File: src/logic/cu_pkg.sv
`default_nettype none

package cu_pkg;

	// Opcode numbers as seen on the op field
	localparam logic [6:0] OP_BL     = 7'd0;
	localparam logic [6:0] OP_BEQ    = 7'd1;	// First branch, code 0
	localparam logic [6:0] OP_BRA    = 7'd8;	// Last branch, code 12
	localparam logic [6:0] OP_ADD    = 7'd9;	// ALU group start
	localparam logic [6:0] OP_BIS    = 7'd20;	// ALU group end
	localparam logic [6:0] OP_MOV    = 7'd21;
	localparam logic [6:0] OP_SWAP   = 7'd22;
	localparam logic [6:0] OP_SRA    = 7'd23;
	localparam logic [6:0] OP_RRC    = 7'd24;
	localparam logic [6:0] OP_SETPRI = 7'd28;
	localparam logic [6:0] OP_SETCC  = 7'd30;
	localparam logic [6:0] OP_CLRCC  = 7'd31;
	localparam logic [6:0] OP_CEX    = 7'd32;

	// CPU cycle numbers
	localparam logic [3:0] CYC_FETCH  = 4'd1;
	localparam logic [3:0] CYC_PCINC  = 4'd2;
	localparam logic [3:0] CYC_IRLOAD = 4'd3;
	localparam logic [3:0] CYC_DECODE = 4'd4;
	localparam logic [3:0] CYC_EXEC   = 4'd5;
	localparam logic [3:0] CYC_STEP2  = 4'd6;
	localparam logic [3:0] CYC_STEP3  = 4'd7;

	// Bus control words, [6] W/B, [5:4] src, [3:2] dst, [1:0] target
	localparam logic [6:0] BUS_IDLE       = 7'b1111111;	// No transfer
	localparam logic [6:0] BUS_ALU_TO_REG = 7'b0011001;
	localparam logic [6:0] BUS_REG_TO_REG = 7'b0001001;
	localparam logic [6:0] BUS_REG_TO_MAR = 7'b0001000;
	localparam logic [6:0] BUS_MDR_TO_IR  = 7'b0000010;

	// PSW source select
	localparam logic [1:0] PSWSRC_ALU  = 2'b00;
	localparam logic [1:0] PSWSRC_NONE = 2'b11;

	// Bit positions in the enables word
	localparam int EN_ALU     = 15;
	localparam int EN_DECODER = 14;
	localparam int EN_SXT     = 13;

	// Register file numbers
	localparam logic [4:0] REG_LR     = 5'd5;
	localparam logic [4:0] REG_PC     = 5'd7;
	localparam logic [4:0] REG_CONST2 = 5'd10;	// Constant 2 for PC step
	localparam logic [4:0] REG_TEMP   = 5'd16;

	// PSW layout
	localparam int PSW_C      = 0;
	localparam int PSW_Z      = 1;
	localparam int PSW_N      = 2;
	localparam int PSW_SLP    = 3;
	localparam int PSW_V      = 4;
	localparam int PSW_PRI_LO = 5;
	localparam int PSW_PRI_HI = 7;
	localparam logic [15:0] PSW_RESET = 16'h60E0;

	// Sign bit of the offset fed to the sign extender
	localparam logic [4:0] SXT_BIT_BL = 5'd13;
	localparam logic [4:0] SXT_BIT_BR = 5'd10;

endpackage

`default_nettype wire

File: src/logic/cond_eval.sv
`default_nettype none

module cond_eval import cu_pkg::*; (
	input  wire [3:0] cond_code,
	input  wire [4:0] flags,
	output logic      cond_true
);

	logic n_ne_v;	// Signed less-than term

	assign n_ne_v = flags[PSW_N] ^ flags[PSW_V];

	always_comb
	begin
		case (cond_code)
			4'd0:    cond_true = flags[PSW_Z];	// EQ
			4'd1:    cond_true = !flags[PSW_Z];	// NE
			4'd2:    cond_true = flags[PSW_C];	// CS / HS
			4'd3:    cond_true = !flags[PSW_C];	// CC / LO
			4'd4:    cond_true = flags[PSW_N];	// MI
			4'd5:    cond_true = !flags[PSW_N];	// PL
			4'd6:    cond_true = flags[PSW_V];	// VS
			4'd7:    cond_true = !flags[PSW_V];	// VC
			4'd8:    cond_true = flags[PSW_C] && !flags[PSW_Z];	// HI
			4'd9:    cond_true = !flags[PSW_C] || flags[PSW_Z];	// LS
			4'd10:   cond_true = !n_ne_v;	// GE
			4'd11:   cond_true = n_ne_v;	// LT
			4'd12:   cond_true = !flags[PSW_Z] && !n_ne_v;	// GT
			4'd13:   cond_true = flags[PSW_Z] || n_ne_v;	// LE
			4'd14:   cond_true = 1'b1;	// AL
			default: cond_true = 1'b0;	// Code 15 never holds
		endcase
	end

endmodule

`default_nettype wire

File: src/logic/cex_tracker.sv
`default_nettype none

module cex_tracker import cu_pkg::*; #(
	parameter int CNT_W = 3
) (
	input  wire             clock,
	input  wire             cpucycle_rst,
	input  wire [3:0]       cycle_step,
	input  wire             cex_load,
	input  wire             cond_true,
	input  wire [CNT_W-1:0] true_cnt,
	input  wire [CNT_W-1:0] false_cnt,
	output logic            instr_active
);

	logic             cex_on;	// CEX block in progress
	logic             cex_res;	// Condition result latched at CEX
	logic [CNT_W-1:0] t_cnt;	// Remaining true-block instructions
	logic [CNT_W-1:0] f_cnt;	// Remaining false-block instructions
	logic             run_now;	// Decision for the instruction in decode
	logic             run_q;	// Decision held for the execute steps
	logic             last_one;	// Only one instruction left in the block

	// True block comes first, then the false block
	always_comb
	begin
		if (!cex_on)
			run_now = 1'b1;
		else if (t_cnt != '0)
			run_now = cex_res;
		else
			run_now = !cex_res;
	end

	assign last_one = (t_cnt == CNT_W'(1) && f_cnt == '0) ||
		(t_cnt == '0 && f_cnt == CNT_W'(1));

	// Live in decode, held value once the counts have moved
	assign instr_active = (cycle_step == CYC_DECODE) ? run_now : run_q;

	always_ff @(posedge clock)
	begin
		if (cpucycle_rst)
		begin
			cex_on <= 1'b0;
			run_q  <= 1'b1;
		end
		else if (cex_load)
		begin
			cex_on  <= (true_cnt != '0) || (false_cnt != '0);	// Empty CEX stays off
			cex_res <= cond_true;
			t_cnt   <= true_cnt;
			f_cnt   <= false_cnt;
		end
		else if (cycle_step == CYC_DECODE)
		begin
			run_q <= run_now;
			if (cex_on)
			begin
				if (t_cnt != '0)
					t_cnt <= t_cnt - 1'b1;
				else
					f_cnt <= f_cnt - 1'b1;
				if (last_one)
					cex_on <= 1'b0;	// Block done
			end
		end
	end

	// The false count is only touched once the true count is spent
	a_no_underflow: assert property (@(posedge clock) disable iff (cpucycle_rst)
		(cex_on && !cex_load && cycle_step == CYC_DECODE && t_cnt == '0) |-> (f_cnt != '0));

endmodule

`default_nettype wire

File: src/logic/cycle_sequencer.sv
`default_nettype none

module cycle_sequencer import cu_pkg::*; #(
	parameter int DATA_W = 16
) (
	input  wire       clock,
	input  wire       cpucycle_rst,
	input  wire       cycle_restart,
	input  wire       halt,
	output logic [3:0] cycle_step
);

	// The fetch sequence steps the PC by the constant 2, one 16-bit word
	if (DATA_W != 16)
	begin : g_word_chk
		$error("cycle_sequencer expects a 16-bit word machine, DATA_W is %0d", DATA_W);
	end

	always_ff @(posedge clock)
	begin
		if (cpucycle_rst)
			cycle_step <= CYC_FETCH;
		else if (halt)
			cycle_step <= cycle_step;	// Frozen at breakpoint
		else if (cycle_restart)
			cycle_step <= CYC_FETCH;	// Last step of the instruction
		else
			cycle_step <= cycle_step + 4'd1;
	end

	// Relies on exec_ctrl restarting every instruction by its last step
	a_step_range: assert property (@(posedge clock) disable iff (cpucycle_rst)
		cycle_step inside {[CYC_FETCH:CYC_STEP3]});

endmodule

`default_nettype wire

File: src/logic/exec_ctrl.sv
`default_nettype none

module exec_ctrl import cu_pkg::*; #(
	parameter int DATA_W = 16
) (
	input  wire              clock,
	input  wire              cpucycle_rst,
	input  wire [3:0]        cycle_step,
	input  wire              halt,
	input  wire [6:0]        op,
	input  wire [3:0]        cond_c,
	input  wire [2:0]        pr,
	input  wire [4:0]        pswb,
	input  wire [2:0]        dst,
	input  wire [2:0]        srccon,
	input  wire              wb,
	input  wire              rc,
	input  wire              instr_active,
	input  wire              cond_true,
	output logic [3:0]       cond_code,
	output logic             cycle_restart,
	output logic             cex_load,
	output logic             flag_set,
	output logic             flag_clr,
	output logic             pri_write,
	output logic             psw_reload,
	output logic [4:0]       mask,
	output logic [2:0]       pri_val,
	output logic [DATA_W-1:0] enables,
	output logic [6:0]       data_bus_ctrl,
	output logic [6:0]       addr_bus_ctrl,
	output logic [1:0]       psw_bus_ctrl,
	output logic             s_bus_ctrl,
	output logic             sxt_bus_ctrl,
	output logic [4:0]       sxt_bit_num,
	output logic             psw_update,
	output logic [5:0]       alu_op,
	output logic [4:0]       dbus_rnum_dst,
	output logic [4:0]       dbus_rnum_src,
	output logic [4:0]       alu_rnum_dst,
	output logic [4:0]       alu_rnum_src,
	output logic [4:0]       addr_rnum_src
);

	localparam logic [6:0] ALU_SHIFT_BASE = 7'd14;	// ALU op slot of SRA

	logic exec_live;	// Active instruction in its first execute step

	assign exec_live = !halt && instr_active && (cycle_step == CYC_EXEC);

	// Branch opcode to condition code, CEX takes its own field
	always_comb
	begin
		case (op) inside
			[OP_BEQ:OP_BEQ + 7'd4]: cond_code = 4'(op - OP_BEQ);	// EQ to MI
			[OP_BEQ + 7'd5:OP_BRA]: cond_code = 4'(op + 7'd4);	// GE to GT
			default:                cond_code = cond_c;
		endcase
	end

	// Ends the instruction on its last step
	always_comb
	begin
		cycle_restart = 1'b0;
		if (!halt)
		begin
			case (cycle_step)
				CYC_EXEC:  cycle_restart = !(instr_active && (op == OP_BL || op == OP_SWAP));
				CYC_STEP2: cycle_restart = (op == OP_BL);
				CYC_STEP3: cycle_restart = 1'b1;
				default:   cycle_restart = 1'b0;
			endcase
		end
	end

	assign cex_load   = exec_live && (op == OP_CEX);
	assign flag_set   = exec_live && (op == OP_SETCC);
	assign flag_clr   = exec_live && (op == OP_CLRCC);
	assign pri_write  = exec_live && (op == OP_SETPRI);
	assign mask       = pswb;
	assign pri_val    = pr;
	assign psw_reload = psw_update && (psw_bus_ctrl == PSWSRC_ALU);	// ALU flags are ready now

	always_ff @(posedge clock)
	begin
		enables       <= '0;	// Idle words every cycle
		data_bus_ctrl <= BUS_IDLE;
		addr_bus_ctrl <= BUS_IDLE;
		psw_bus_ctrl  <= PSWSRC_NONE;
		s_bus_ctrl    <= 1'b0;
		sxt_bus_ctrl  <= 1'b0;
		sxt_bit_num   <= 5'd0;
		psw_update    <= 1'b0;
		alu_op        <= 6'd0;
		dbus_rnum_dst <= 5'd0;
		dbus_rnum_src <= 5'd0;
		alu_rnum_dst  <= 5'd0;
		alu_rnum_src  <= 5'd0;
		addr_rnum_src <= 5'd0;
		if (!cpucycle_rst && !halt)
		begin
			case (cycle_step)
				CYC_FETCH:
				begin
					addr_rnum_src <= REG_PC;	// PC to MAR, memory read starts
					addr_bus_ctrl <= BUS_REG_TO_MAR;
				end
				CYC_PCINC:
				begin
					enables[EN_ALU] <= 1'b1;	// PC + 2
					alu_rnum_dst    <= REG_PC;
					alu_rnum_src    <= REG_CONST2;
					dbus_rnum_dst   <= REG_PC;
					data_bus_ctrl   <= BUS_ALU_TO_REG;
				end
				CYC_IRLOAD:
					data_bus_ctrl <= BUS_MDR_TO_IR;
				CYC_DECODE:
					enables[EN_DECODER] <= instr_active;	// Skipped instructions stay undecoded
				CYC_EXEC:
				begin
					if (instr_active)
					begin
						case (op) inside
							OP_BL:
							begin
								dbus_rnum_dst <= REG_LR;	// LR <= PC first
								dbus_rnum_src <= REG_PC;
								data_bus_ctrl <= BUS_REG_TO_REG;
							end
							[OP_BEQ:OP_BRA]:
							begin
								if (cond_true)
								begin
									enables[EN_ALU] <= 1'b1;	// PC + offset
									enables[EN_SXT] <= 1'b1;
									sxt_bit_num     <= SXT_BIT_BR;
									sxt_bus_ctrl    <= 1'b1;
									s_bus_ctrl      <= 1'b1;
									alu_rnum_dst    <= REG_PC;
									dbus_rnum_dst   <= REG_PC;
									data_bus_ctrl   <= BUS_ALU_TO_REG;
								end
							end
							[OP_ADD:OP_BIS], OP_SRA, OP_RRC:
							begin
								enables[EN_ALU] <= 1'b1;
								psw_update      <= 1'b1;	// Flags come back on psw_in
								psw_bus_ctrl    <= PSWSRC_ALU;
								alu_rnum_dst    <= {2'b00, dst};
								alu_rnum_src    <= {1'b0, rc, srccon};	// rc picks the constant bank
								dbus_rnum_dst   <= {2'b00, dst};
								data_bus_ctrl   <= {wb, BUS_ALU_TO_REG[5:0]};
								if (op == OP_SRA || op == OP_RRC)
									alu_op <= {5'(op - OP_SRA + ALU_SHIFT_BASE), wb};
								else
									alu_op <= {5'(op - OP_ADD), wb};
							end
							OP_MOV:
							begin
								dbus_rnum_dst <= {2'b00, dst};
								dbus_rnum_src <= {2'b00, srccon};
								data_bus_ctrl <= {wb, BUS_REG_TO_REG[5:0]};
							end
							OP_SWAP:
							begin
								dbus_rnum_dst <= REG_TEMP;	// Temp <= src
								dbus_rnum_src <= {2'b00, srccon};
								data_bus_ctrl <= BUS_REG_TO_REG;
							end
							default:
								enables <= '0;	// PSW ops and CEX act through strobes
						endcase
					end
				end
				CYC_STEP2:
				begin
					if (instr_active && op == OP_BL)
					begin
						enables[EN_ALU] <= 1'b1;	// PC <= PC + offset
						enables[EN_SXT] <= 1'b1;
						sxt_bit_num     <= SXT_BIT_BL;
						sxt_bus_ctrl    <= 1'b1;
						s_bus_ctrl      <= 1'b1;
						alu_rnum_dst    <= REG_PC;
						dbus_rnum_dst   <= REG_PC;
						data_bus_ctrl   <= BUS_ALU_TO_REG;
					end
					else if (instr_active && op == OP_SWAP)
					begin
						dbus_rnum_dst <= {2'b00, srccon};	// src <= dst
						dbus_rnum_src <= {2'b00, dst};
						data_bus_ctrl <= BUS_REG_TO_REG;
					end
				end
				CYC_STEP3:
				begin
					if (instr_active && op == OP_SWAP)
					begin
						dbus_rnum_dst <= {2'b00, dst};	// dst <= temp
						dbus_rnum_src <= REG_TEMP;
						data_bus_ctrl <= BUS_REG_TO_REG;
					end
				end
				default:
					enables <= '0;
			endcase
		end
	end

	// Decoder never runs alongside the ALU or sign extender
	a_enable_excl: assert property (@(posedge clock) disable iff (cpucycle_rst)
		$onehot0({enables[EN_DECODER], enables[EN_ALU] | enables[EN_SXT]}));

endmodule

`default_nettype wire

File: src/logic/psw_reg.sv
`default_nettype none

module psw_reg import cu_pkg::*; #(
	parameter int DATA_W = 16
) (
	input  wire              clock,
	input  wire              cpucycle_rst,
	input  wire              halt,
	input  wire [DATA_W-1:0] psw_in,
	input  wire              psw_reload,
	input  wire              flag_set,
	input  wire              flag_clr,
	input  wire [4:0]        mask,
	input  wire              pri_write,
	input  wire [2:0]        pri_val,
	output logic [DATA_W-1:0] psw_out
);

	logic [2:0] pri_cur;	// Current priority field

	assign pri_cur = psw_out[PSW_PRI_HI:PSW_PRI_LO];

	always_ff @(posedge clock)
	begin
		if (cpucycle_rst)
			psw_out <= DATA_W'(PSW_RESET);
		else
		begin
			if (psw_reload)
				psw_out <= psw_in;	// Flags from the ALU step
			if (flag_set)
				psw_out[PSW_V:PSW_C] <= psw_out[PSW_V:PSW_C] | mask;
			if (flag_clr)
				psw_out[PSW_V:PSW_C] <= psw_out[PSW_V:PSW_C] & ~mask;
			if (pri_write && (pri_val < pri_cur))
				psw_out[PSW_PRI_HI:PSW_PRI_LO] <= pri_val;	// Lower only
			psw_out[PSW_SLP] <= halt;	// Sleeping while at breakpoint
		end
	end

endmodule

`default_nettype wire

File: src/logic/control_unit.sv
`default_nettype none

module control_unit import cu_pkg::*; #(
	parameter int DATA_W = 16,
	parameter int CNT_W  = 3
) (
	input  wire              clock,
	input  wire              cpucycle_rst,
	input  wire [DATA_W-1:0] pc,
	input  wire [DATA_W-1:0] brkpnt,
	input  wire [6:0]        op,
	input  wire [3:0]        cond_c,
	input  wire [CNT_W-1:0]  true_cnt,
	input  wire [CNT_W-1:0]  false_cnt,
	input  wire [2:0]        pr,
	input  wire [4:0]        pswb,
	input  wire [2:0]        dst,
	input  wire [2:0]        srccon,
	input  wire              wb,
	input  wire              rc,
	input  wire [DATA_W-1:0] psw_in,
	output logic [DATA_W-1:0] enables,
	output logic [6:0]       data_bus_ctrl,
	output logic [6:0]       addr_bus_ctrl,
	output logic [1:0]       psw_bus_ctrl,
	output logic             s_bus_ctrl,
	output logic             sxt_bus_ctrl,
	output logic [4:0]       sxt_bit_num,
	output logic             psw_update,
	output logic [5:0]       alu_op,
	output logic [4:0]       dbus_rnum_dst,
	output logic [4:0]       dbus_rnum_src,
	output logic [4:0]       alu_rnum_dst,
	output logic [4:0]       alu_rnum_src,
	output logic [4:0]       addr_rnum_src,
	output logic [DATA_W-1:0] psw_out,
	output logic [3:0]       cycle_step
);

	logic       halt;	// PC sits on the breakpoint
	logic       cycle_restart;
	logic       cond_true;
	logic [3:0] cond_code;
	logic       instr_active;
	logic       cex_load;
	logic       flag_set;
	logic       flag_clr;
	logic       pri_write;
	logic       psw_reload;
	logic [4:0] mask;
	logic [2:0] pri_val;
	logic [4:0] flags;	// Condition flags incl. SLP slot

	assign halt  = (pc == brkpnt);
	assign flags = psw_out[PSW_V:PSW_C];

	cycle_sequencer #(.DATA_W(DATA_W)) u_seq (
		.clock, .cpucycle_rst, .cycle_restart, .halt, .cycle_step
	);

	cond_eval u_cond (
		.cond_code, .flags, .cond_true
	);

	cex_tracker #(.CNT_W(CNT_W)) u_cex (
		.clock, .cpucycle_rst, .cycle_step, .cex_load, .cond_true,
		.true_cnt, .false_cnt, .instr_active
	);

	exec_ctrl #(.DATA_W(DATA_W)) u_exec (
		.clock, .cpucycle_rst, .cycle_step, .halt, .op, .cond_c, .pr, .pswb,
		.dst, .srccon, .wb, .rc, .instr_active, .cond_true,
		.cond_code, .cycle_restart, .cex_load, .flag_set, .flag_clr, .pri_write,
		.psw_reload, .mask, .pri_val,
		.enables, .data_bus_ctrl, .addr_bus_ctrl, .psw_bus_ctrl, .s_bus_ctrl,
		.sxt_bus_ctrl, .sxt_bit_num, .psw_update, .alu_op,
		.dbus_rnum_dst, .dbus_rnum_src, .alu_rnum_dst, .alu_rnum_src, .addr_rnum_src
	);

	psw_reg #(.DATA_W(DATA_W)) u_psw (
		.clock, .cpucycle_rst, .halt, .psw_in, .psw_reload, .flag_set, .flag_clr,
		.mask, .pri_write, .pri_val, .psw_out
	);

endmodule

`default_nettype wire

File: config.mk
export PLATFORM = sky130hd
export DESIGN_NAME = control_unit
export DESIGN_NICKNAME = d
export VERILOG_FILES = /design/src/logic/cu_pkg.sv /design/src/logic/cond_eval.sv /design/src/logic/cex_tracker.sv /design/src/logic/cycle_sequencer.sv /design/src/logic/exec_ctrl.sv /design/src/logic/psw_reg.sv /design/src/logic/control_unit.sv
export SDC_FILE = /design/constraint.sdc
export NUM_CORES = 1
export LEC_CHECK = 0
export BUFFER_PORTS_ARGS = -buffer_cell sky130_fd_sc_hd__buf_2
export CAP_MARGIN = 40
export CORE_ASPECT_RATIO = 0.5
export CORE_MARGIN = 2
export CORE_UTILIZATION = 23
export DETAILED_ROUTE_END_ITERATION = 8
export PLACE_DENSITY = 0.43
export SETUP_SLACK_MARGIN = 0.3
export SLEW_MARGIN = 20
export SYNTH_ARGS = -nofsm -noshare
export SYNTH_HDL_FRONTEND = slang
export SYNTH_HIERARCHICAL = 1
export SYNTH_SLANG_ARGS = --single-unit
File: constraint.sdc
create_clock -name clock -period 10.9 [get_ports clock]
set_input_delay 2.18 -clock clock [delete_from_list [all_inputs] [get_ports clock]]
set_output_delay 2.18 -clock clock [all_outputs]
set_load 0.1 [all_outputs]
## Word-level counts from Yosys, hierarchy flattened

Index checks and enable logic that the tools add are counted.

| storage, ports and cells | value |
|---|---|
| bits in registers | 99 |
| input bits | 83 |

| cells by class | value |
|---|---|
| add/subtract/negate cells | 8 |
| $lt $le $gt $ge | 7 |
| equality and inequality tests | 33 |
| muxes and demuxes | 89 |
| bitwise gates (word level) | 9 |
| reduce and logical (&&, ||, !) cells | 55 |

Operator list:

| cell | number |
|---|---|
| two-way mux 5 bit | 25 |
| two-way mux 7 bit | 10 |
| equality test 7 x 5 -> 1 bit (second input constant) | 7 |
| two-way mux 3 bit | 16 |
| case mux 7 bit (5 select lines) | 1 |
| equality test 4 x 3 -> 1 bit (second input constant) | 8 |
| case mux 5 bit (3 select lines) | 2 |
| equality test 4 bit (second input constant) | 7 |
| two-way mux 4 bit | 6 |
| logical AND 1 bit | 20 |
| case mux 5 bit (2 select lines) | 2 |
| case mux 5 bit (4 select lines) | 1 |
| equality test 16 bit | 1 |
| equality test 4 x 2 -> 1 bit (second input constant) | 4 |
| two-way mux 1 bit | 16 |
| two-way mux 16 bit | 1 |
| case mux 1 bit (15 select lines) | 1 |
| nonzero test 3 bit | 4 |
| logical NOT 1 bit | 9 |
| equality test 4 x 1 -> 1 bit (second input constant) | 2 |
| two-way mux 8 bit | 1 |
| AND reduction 4 bit | 2 |
| nonzero test 2 bit | 4 |
| equality test 7 x 6 -> 1 bit (second input constant) | 1 |
| other kinds (34) | 50 |

## Depth between registers and ports, before layout

Gate-level depths: netlist of the first run.

| depth | value |
|---|---|
| depth in word-level cells | 11 |
| mapped depth | 18 |
| depth with buffers taken out | 15 |

## By module

Netlist of the first run, hierarchy kept.

Modules (own cells, without submodules):

| module | times used | cells an instance | area each (um^2) | seq. area each (um^2) |
|---|---|---|---|---|
| exec_ctrl | 1 | 265 | 2292.2 | 700.7 |
| psw_reg | 1 | 80 | 808.3 | 320.3 |
| cex_tracker | 1 | 54 | 585.6 | 250.2 |
| cond_eval | 1 | 28 | 193.9 | 0.0 |
| cycle_sequencer | 1 | 20 | 182.7 | 80.1 |
| control_unit | 1 | 21 | 177.7 | 0.0 |

## Least setup slack after synthesis of the first run

OpenSTA, ideal clock, no wires.

| timing path | value |
|---|---|
| path type | input -> register |
| start point | input op[0] |
| end point | register u_exec.alu_rnum_dst[0] |
| library setup time | 0.060 ns |
| arrival | 5.102 ns |
| setup slack | 5.739 ns |
| stages on the path | 13 |
| buffers on the path | 2 |
| cell sequence | buf_2 or3_1 buf_6 o211ai_2 mux2i_1 o221ai_1 or2b_1 o31ai_1 a211o_1 a211o_1 inv_1 nor4_2 o32a_1 |

| on the way | value |
|---|---|
| longest elaborated chain between the ends | 11 |

RTL lines:

| item | line | source |
|---|---|---|
| start, declared | control_unit.sv:11 | `input wire [6:0] op,` |
| >= comparator 7 x 3 -> 1 bit (no source line) or less-or-equal comparator 7 x 4 -> 1 bit (tied branches) | -- |  |
| logical AND 1 bit (no source line) | -- |  |
| two-way mux 4 bit | exec_ctrl.sv:54 | `case (op) inside` |
| two-way mux 4 bit (*) | exec_ctrl.sv:54 |  |
| net cond_code[2] | control_unit.sv:43 | `logic [3:0] cond_code;` |
| equality test 4 bit, or another cell as far along | cond_eval.sv:15 | `case (cond_code)` |
| case mux 1 bit (15 select lines) (*) | cond_eval.sv:15 |  |
| net cond_true | control_unit.sv:42 | `logic cond_true;` |
| two-way mux 3 bit (*) | exec_ctrl.sv:133 | `if (cond_true)` |
| two-way mux 5 bit (*) (2 in a row) | exec_ctrl.sv:124 | `case (op) inside` |
| two-way mux 5 bit (*) | exec_ctrl.sv:122 | `if (instr_active)` |
| case mux 5 bit (3 select lines) (*) | exec_ctrl.sv:102 | `case (cycle_step)` |
| end signal, assigned | exec_ctrl.sv:150 | `alu_rnum_dst <= {2'b00, dst};` |
| end, declared | exec_ctrl.sv:40 | `output logic [4:0] alu_rnum_dst,` |

Mark *: on every way through the listed nets, which the timed path passes. The rest lies on a longest branch.
A chain may end at the register's enable or synchronous reset.

## Final worst setup path of the first run

| timing path | value |
|---|---|
| start point | input op[1] |
| end point | register u_exec.alu_rnum_dst[1] |

Same word-level chain as after synthesis.

==> impl_metrics.tcl, run 1 <==
set metrics [dict create \
    status "finished, final reports clean" \
    worst_path_max_delay_cell "nor4_2" \
    grt_pass1_vias 3557 \
    yosys_warnings 6 \
    hold_path_class "reg2reg" \
    final_common_cell "buf_2" \
    num_antenna_cells 0 \
    drc_errors 0 \
    worst_pin_slew_ns 0.803 \
    grt_overflow_total 0 \
    maxCapViolCount 0 \
    setup_violations 0 \
    via_count 3637 \
    finalHoldViolations 0 \
    finClkSkew_ns 0.00517 \
    worstPathArrival_ns 6.09 \
    clock-sinks 64 \
    syn-cell-area_mm2 0.00423 \
    initial_core_util_pct 23.2 \
    cp_max_fo 9 \
    maxSlewViolCount 0 \
    routed_wl_um 11600 \
    cp_cell_sequence "buf_2, inv_1, ha_1, a21o_1, o211ai_2, mux2i_1, o221ai_1, or2b_1, o31ai_1, a211o_1, a211o_1, inv_1, nor4_2, o32a_1" \
    syn_avg_cell_area_um2 9.06 \
    tritoncts "done" \
    layout_common_cells "149 x buf_2, 57 x dfxtp_1, 28 x nor2_1" \
    via_per_inst 4.38 \
    vdd_drop_max_v 0.0000814 \
    root_buffer "clkbuf_16" \
    die-area_mm2 0.0196 \
    period_minus_slack_ns 5.81 \
    syn_inst 467 \
    cts-buffers-inserted 9 \
    fin_nets 687 \
    cts_resized 0 \
    dr.pass1.iters 4 \
    clock_latency_ns 0.34 \
    ios 174 \
    ant_nets 0 \
    cts.clk_slew.worst_paths_ns 0.05 \
    area_growth_pct 23.6 \
    die_x_um 196 \
    antenna_found_initial 0 \
    cts_setup_buffers 0 \
    dp_hpwl_um 8910 \
    row_count 35 \
    slew_headroom_pct 46.2 \
    setup_slack_ns 5.09 \
    final_core_util_pct 28.7 \
    fin_crit_sh_pct 53.3 \
    die_y_um 99.9 \
    cts_buffer_depth 2 \
    gp_congestion 0.775 \
    hold_buffers 0 \
    pre_cts_ws_ns 4.71 \
    power_per_cell_area_mw_per_mm2 164 \
    htreeDepth 3 \
    crit_path_end_kind "flop" \
    drive_above_1_share_pct 33.5 \
    dp_cells 815 \
    port_buffers 149 \
    startpoint_type "primary input" \
    grt_max_degree 34 \
    power.leakage_nw 2.23 \
    fin_setup_tns_ns 0 \
    grt.total_usage_pct 11.9 \
    drtIter0Drc 143 \
    rsz0062_at_grt "no" \
    grt_pass1_wl_um 18400 \
    crit_path_max_incr_delay_ns 0.66 \
    wl_per_cell_um 13.9 \
    critPathKind "in2reg" \
    cp.required_ns 11.18 \
    layoutNonFillerInstCount 831 \
    core_mm2 0.0182 \
    fmaxAchievable_mhz 172 \
]
## routing by layer
metal	wire length, um	track usage [%]	share of wire (%)	vias up
met1	5620	15.4	49	1694
met3	507	3.46	4.4	10
li1	-	-	-	1849
met5	0	0	0	-
met2	5300	19.8	46	84
met4	143	3.03	1.2	0
## worst max-delay path, delay by kind of cell
kind / cells / cell delay [ns]
AOI/OAI and AO/OA: 7 / 2.12
adders and majority gates: 1 / 0.27
buffers and inverters: 3 / 0.42
muxes: 1 / 0.13
and+or+nand+nor: 2 / 0.96
## final cells by class
type / instances / area (um^2)
flip-flops and latches: 64 / 1350
fillers: 1984 / 13000
well taps: 240 / 300
clock inverters: 5 / 56.3
inverters: 22 / 82.6
clock buffers: 11 / 243
multi-input cells: 337 / 2430
repair buffers: 152 / 772
## sequential cells by signal (all words and copies together) (netlist names)
| register | count |
|---|---|
| u_psw/psw_out | 16 |
| u_exec/alu_op | 6 |
| u_exec/data_bus_ctrl | 5 |
| u_exec/alu_rnum_src | 4 |
| u_exec/dbus_rnum_dst | 4 |
| u_exec/dbus_rnum_src | 4 |
| u_seq/cycle_step | 4 |
| u_cex/f_cnt | 3 |
| u_cex/t_cnt | 3 |
| u_exec/alu_rnum_dst | 3 |
| u_exec/enables | 2 |
| u_exec/sxt_bit_num | 2 |
| u_cex/cex_on | 1 |
| u_cex/cex_res | 1 |
| u_cex/run_q | 1 |
| u_exec/addr_bus_ctrl | 1 |
| u_exec/addr_rnum_src | 1 |
| u_exec/psw_bus_ctrl | 1 |
| u_exec/psw_update | 1 |
| u_exec/sxt_bus_ctrl | 1 |
## metrics by stage
stage	instance area, um^2	power [mW]	hold slack, ns
2_1_floorplan	4310	0.535	0.475
3_3_place_gp	4920	0.571	0.471
3_5_place_dp	4930	0.572	0.483
4_1_cts	5230	0.872	0.499
5_1_grt	5230	0.897	0.509
6_report	5230	0.859	0.490
## path summary, 6_finish.rpt
kind                                    startpoint                                 to  slack (ns)  cells after the start
hold / removal       u_psw/psw_out[9]$_SDFFE_PP0P_      u_psw/psw_out[9]$_SDFFE_PP0P_        0.49                      2
setup / recovery                             op[1]  u_exec/alu_rnum_dst[1]$_SDFF_PN0_        5.09                     14
setup reg to reg  u_seq/cycle_step[2]$_SDFFE_PP0N_      u_psw/psw_out[4]$_SDFFE_PP0P_        7.18                      9
hold reg to reg      u_psw/psw_out[9]$_SDFFE_PP0P_      u_psw/psw_out[9]$_SDFFE_PP0P_        0.49                      2
## power by group
part,switching (mW),total (mW),leakage (nW),internal [mW]
Clock,0.110,0.292,0.145,0.183
Sequential,0.0182,0.268,0.525,0.250
Combinational,0.241,0.299,1.56,0.0579
(Power assumes the default switching activity.)
==> inputs of run 2 (changes only) <==
- clock period: 10.9 -> 5.7 ns (I/O delays scaled with it)
==> run 2 against run 1 <==
Compared with the run above: utilization is 0.062 points lower; critical path type unchanged; non-clock buffer count is 1 higher; register-to-register slack worse by 5.0 ns; largest power group unchanged.
==> impl_metrics.tcl, run 2 (synthesis results as in run 1) <==
set metrics [dict create \
    status "finished, final reports clean" \
    area_growth_pct 23.4 \
    grt_overflow_total 0 \
    largest_reg_flops 16 \
    power_per_cell_area_mw_per_mm2 309 \
    vdd_drop_max_v 0.000134 \
    layout_common_cells "150 x buf_2, 57 x dfxtp_1, 28 x nor2_1" \
    row_count 35 \
    num_antenna_cells 0 \
    cts-buffers-inserted 9 \
    finalHoldViolations 0 \
    fin_setup_tns_ns 0 \
    grt_max_degree 34 \
    final_common_cell "buf_2" \
    cp_cell_sequence "buf_2, inv_1, ha_1, a21o_1, o211ai_2, mux2i_1, o221ai_1, or2b_1, o31ai_1, a211o_1, a211o_1, inv_1, nor4_2, o32a_1" \
    critical_path.startpoint "op[1]" \
    hold_buffers 0 \
    core_mm2 0.0182 \
    fin_crit_sh_pct 81.9 \
    startpoint_type "primary input" \
    reg.largest.list "u_psw/psw_out (16), u_exec/alu_op (6), u_exec/data_bus_ctrl (5)" \
    drtIter0Drc 243 \
    tritoncts "done" \
    crit_path_end_kind "flop" \
    antenna_found_initial 0 \
    root_buffer "clkbuf_16" \
    rsz0062_at_grt "no" \
    cts_buffer_depth 2 \
    placed_cell_area_mm2 0.00493 \
    drive_above_1_share_pct 33.6 \
    worstPathArrival_ns 4.95 \
    cts_setup_buffers 0 \
    die_x_um 196 \
    hold_path_class "reg2reg" \
    initial_core_util_pct 23.2 \
    dr.pass1.iters 4 \
    dp_cells 815 \
    crit_path_max_incr_delay_ns 0.63 \
    hold_slack_ns 0.491 \
    gp_congestion 0.772 \
    final_core_util_pct 28.7 \
    ios 174 \
    layoutNonFillerInstCount 832 \
    fin_nets 688 \
    grt_pass1_wl_um 18600 \
    drc_errors 0 \
    port_buffers 149 \
    cp.required_ns 5.98 \
    grt_pass1_vias 3542 \
    clock-sinks 64 \
    worst_pin_slew_ns 0.867 \
    grt.total_usage_pct 12.1 \
    fillCellCount 1965 \
    wl_per_cell_um 14.0 \
    clock_latency_ns 0.34 \
    cts_resized 0 \
    fmaxAchievable_mhz 214 \
    setup_violations 0 \
    top_register "u_psw/psw_out" \
    die-area_mm2 0.0196 \
    ant_nets 0 \
    routed_wl_um 11600 \
    die_y_um 99.9 \
    power_mw 1.61 \
    period_minus_slack_ns 4.67 \
    power.leakage_nw 2.23 \
    slew_headroom_pct 41.7 \
    maxSlewViolCount 0 \
    final_cell_area_mm2 0.00522 \
    critPathKind "in2reg" \
    cts.clk_slew.worst_paths_ns 0.06 \
    rrSetupSlack_ns 2.15 \
    reg2reg_from "u_seq/cycle_step[2]$_SDFFE_PP0N_" \
    finClkSkew_ns 0.00664 \
    holdCritStartpoint "u_psw/psw_out[15]$_SDFFE_PP0P_" \
    pre_cts_ws_ns 0.663 \
    via_per_inst 4.42 \
    worst_path_max_delay_cell "nor4_2" \
    cp_max_fo 9 \
    via_count 3681 \
    htreeDepth 3 \
    maxCapViolCount 0 \
    dp_hpwl_um 8820 \
    setup_slack_ns 1.03 \
]
==> run 2: worst paths after layout <==
path,endpoint,cells past startpoint
max,u_exec/alu_rnum_dst[2]$_SDFF_PN0_,14
min,u_psw/psw_out[15]$_SDFFE_PP0P_,2
max reg2reg,u_exec/dbus_rnum_src[0]$_SDFF_PN0_,9
min reg2reg,u_psw/psw_out[15]$_SDFFE_PP0P_,2
==> run 2: layout make-up <==
class                   instances  area [um^2]  area share, %
inverters                      22         82.6           1.58
multi-input cells             337         2430           46.5
flip-flops and latches         64         1350           25.9
clock inverters                 4         26.3          0.503
well taps                     240          300           5.75
repair buffers                153          777           14.9
clock buffers                  12          256           4.91
==> run 2: per-layer routing <==
metal  vias to the layer above  GRT usage [%]  wire [um]
met3                        14           3.46        508
li1                       1855              -          -
met5                         -              0          0
met1                      1716           16.0       5760
met2                        96           19.2       5170
met4                         0           3.44        186
==> run 2: critical path, delay by kind of cell <==
kind | cells | cell delay (ns)
AOI/OAI and AO/OA | 7 | 2.07
adders and majority gates | 1 | 0.27
buffers and inverters | 3 | 0.43
muxes | 1 | 0.13
and+or+nand+nor | 2 | 0.93
==> run 2: report_power, final <==
group	internal, mW	leakage, nW	switching (mW)
Clock	0.319	0.143	0.211
Sequential	0.478	0.525	0.0345
Combinational	0.111	1.57	0.461
==> inputs of run 3 (changes only) <==
- PLACE_DENSITY: 0.43 -> 0.45
- clock period: 5.7 -> 3.9 ns (I/O delays scaled with it)
==> run 3 against run 2 <==
Compared with the run above: worst hold slack lost 0.0019 ns; design area up 7.7%; non-clock buffer count increased by 39; combinational power up 62%; critical path type unchanged; highest routed layer is now met5.
==> impl_metrics.tcl, run 3 (synthesis results as in run 1) <==
set metrics [dict create \
    core_mm2 0.0182 \
    drtIter0Drc 132 \
    layoutNonFillerInstCount 871 \
    setup_violations 0 \
    grt.total_usage_pct 12.4 \
    die-area_mm2 0.0196 \
    crit_path_end_kind "flop" \
    largest_reg_flops 16 \
    slew_headroom_pct 48.8 \
    hold_path_class "reg2reg" \
    cp_cell_sequence "buf_2, buf_4, or3_4, o211ai_4, mux2i_2, o221ai_4, or2b_1, o22ai_1, a211o_1, a211o_4, inv_2, nor4_4, o32a_1" \
    port_buffers 149 \
    via_per_inst 4.39 \
    wl_per_cell_um 13.6 \
    startpoint_type "primary input" \
    critPathKind "in2reg" \
    vdd_drop_max_v 0.000195 \
    final_core_util_pct 30.9 \
    routed_wl_um 11900 \
    cts_buffer_depth 2 \
    grt_pass1_vias 3683 \
    dp_cells 851 \
    crit_path_max_incr_delay_ns 0.38 \
    num_antenna_cells 0 \
    htreeDepth 3 \
    area_growth_pct 32.9 \
    drive_above_1_share_pct 39.6 \
    grt_pass1_wl_um 19000 \
    power_frac_comb_pct 37.7 \
    initial_core_util_pct 23.2 \
    root_buffer "clkbuf_16" \
    top_register "u_psw/psw_out" \
    cp.required_ns 4.13 \
    layout_common_cells "148 x buf_2, 57 x dfxtp_1, 42 x buf_4" \
    via_count 3828 \
    cts-buffers-inserted 9 \
    tritoncts "done" \
    cts.clk_slew.worst_paths_ns 0.06 \
    gp_congestion 0.786 \
    min_path_cells 2 \
    switchingPower_mw 1.05 \
    worst_r2r_path_depth 12 \
    clock-sinks 64 \
    status "finished, final reports clean" \
    pre_cts_ws_ns -0.0910 \
    die_x_um 196 \
    finClkSkew_ns 0.00397 \
    fmaxAchievable_mhz 288 \
    die_y_um 99.9 \
    ant_nets 0 \
    reg.largest.list "u_psw/psw_out (16), u_exec/alu_op (6), u_exec/data_bus_ctrl (5)" \
    dp_hpwl_um 9350 \
    row_count 35 \
    worst-path-stages 13 \
    final_common_cell "buf_2" \
    intPower_mw 1.41 \
    setup_slack_ns 0.424 \
    rsz0062_at_grt "yes" \
    maxSlewViolCount 0 \
    antenna_found_initial 1 \
    fin_crit_sh_pct 89.1 \
    worst_path_max_delay_cell "or3_4" \
    hold_buffers 0 \
    worstPathArrival_ns 3.70 \
    ios 174 \
    maxCapViolCount 0 \
    drc_errors 0 \
    period_minus_slack_ns 3.48 \
    grt_overflow_total 0 \
    p_sw_share_pct 42.6 \
    fin_nets 727 \
    clock_latency_ns 0.34 \
    power_per_cell_area_mw_per_mm2 438 \
    finalHoldViolations 0 \
    power.leakage_nw 2.43 \
    cp_max_fo 8 \
    worst_pin_slew_ns 0.761 \
    critical-path-top-delay-family "compound AO/OA/AOI/OAI gates" \
    power_frac_clock_pct 33.4 \
    dr.pass1.iters 4 \
    grt_max_degree 34 \
    cp_num_buf_inv 3 \
    seqPwrFrac_pct 28.9 \
]
run 3: changes by cell type in the layout (fill, tap and decap cells not counted), sizes merged:
cell | previous run | this run
bufinv | 0 | 1
buf | 153 | 191
clkinvlp | 0 | 1
inv | 24 | 22
clkinv | 2 | 3
run 3: worst register-to-register path, stage by stage, from the launching register on:
cell and delay, ns:
edfxtp_1 0.39, inv_1 0.12, ha_1 0.20, nor2b_1 0.24, xnor2_1 0.12, a31oi_1 0.18, buf_4 0.19, nand2_1 0.10
nor4b_1 0.46, and2_1 0.44, mux2_4 0.35, a21oi_2 0.15, a2111oi_2 0.06
run 3: stage by stage:
stage | hold WS (ns) | total power [mW] | TNS [ns] | instance area (um^2)
6_report | 0.489 | 2.46 | 0 | 5620
5_1_grt | 0.511 | 2.59 | 0 | 5620
4_1_cts | 0.496 | 2.49 | 0 | 5530
3_5_place_dp | 0.480 | 1.64 | -0.270 | 5230
3_3_place_gp | 0.471 | 1.64 | -0.0408 | 5230
2_1_floorplan | 0.475 | 1.50 | 0 | 4340
run 3: path summary, 6_finish.rpt:
path	startpoint	endpoint	slack [ns]
worst max-delay path	op[1]	u_exec/alu_rnum_dst[0]$_SDFF_PN0_	0.42
worst min-delay path	u_psw/psw_out[11]$_SDFFE_PP0P_	u_psw/psw_out[11]$_SDFFE_PP0P_	0.49
worst max register to register	u_cex/t_cnt[0]$_DFFE_PP_	u_psw/psw_out[4]$_SDFFE_PP0P_	0.75
worst min register to register	u_psw/psw_out[11]$_SDFFE_PP0P_	u_psw/psw_out[11]$_SDFFE_PP0P_	0.49
run 3: final cells by class:
type                            count  area, um^2
Clock buffer                       11         243
Multi-Input combinational cell    337        2520
Tap cell                          240         300
Fill cell                        1983       12600
Inverter                           22        82.6
Sequential cell                    64        1350
Timing Repair Buffer              192        1070
Clock inverter                      5        56.3
run 3: power groups by stage:
| stage | combinational (mW) | sequential [mW] | clock (mW) |
|---|---|---|---|
| CTS | 0.917 | 0.713 | 0.856 |
| detailed placement | 0.916 | 0.728 | 0 |
| finish | 0.929 | 0.712 | 0.823 |
| floorplan | 0.521 | 0.978 | 0 |
| global route | 0.980 | 0.718 | 0.888 |
| global placement | 0.913 | 0.727 | 0 |
run 3: layer usage:
metal,global-route usage (%),vias up,routed length [um]
met1,15.5,1803,5690
met4,3.85,2,127
li1,-,1934,-
met2,20.6,77,5460
met5,0,-,13
met3,3.76,12,585
run 3: what timing repair did:
action / 4_1_cts / 5_1_grt
endpoints found under the hold margin: 0 / 0
gates cloned: 0 / 0
endpoints found under the setup margin: 1 / 12
pin swaps: 1 / 11
gates resized for setup: 0 / 14
setup buffers: 0 / 4
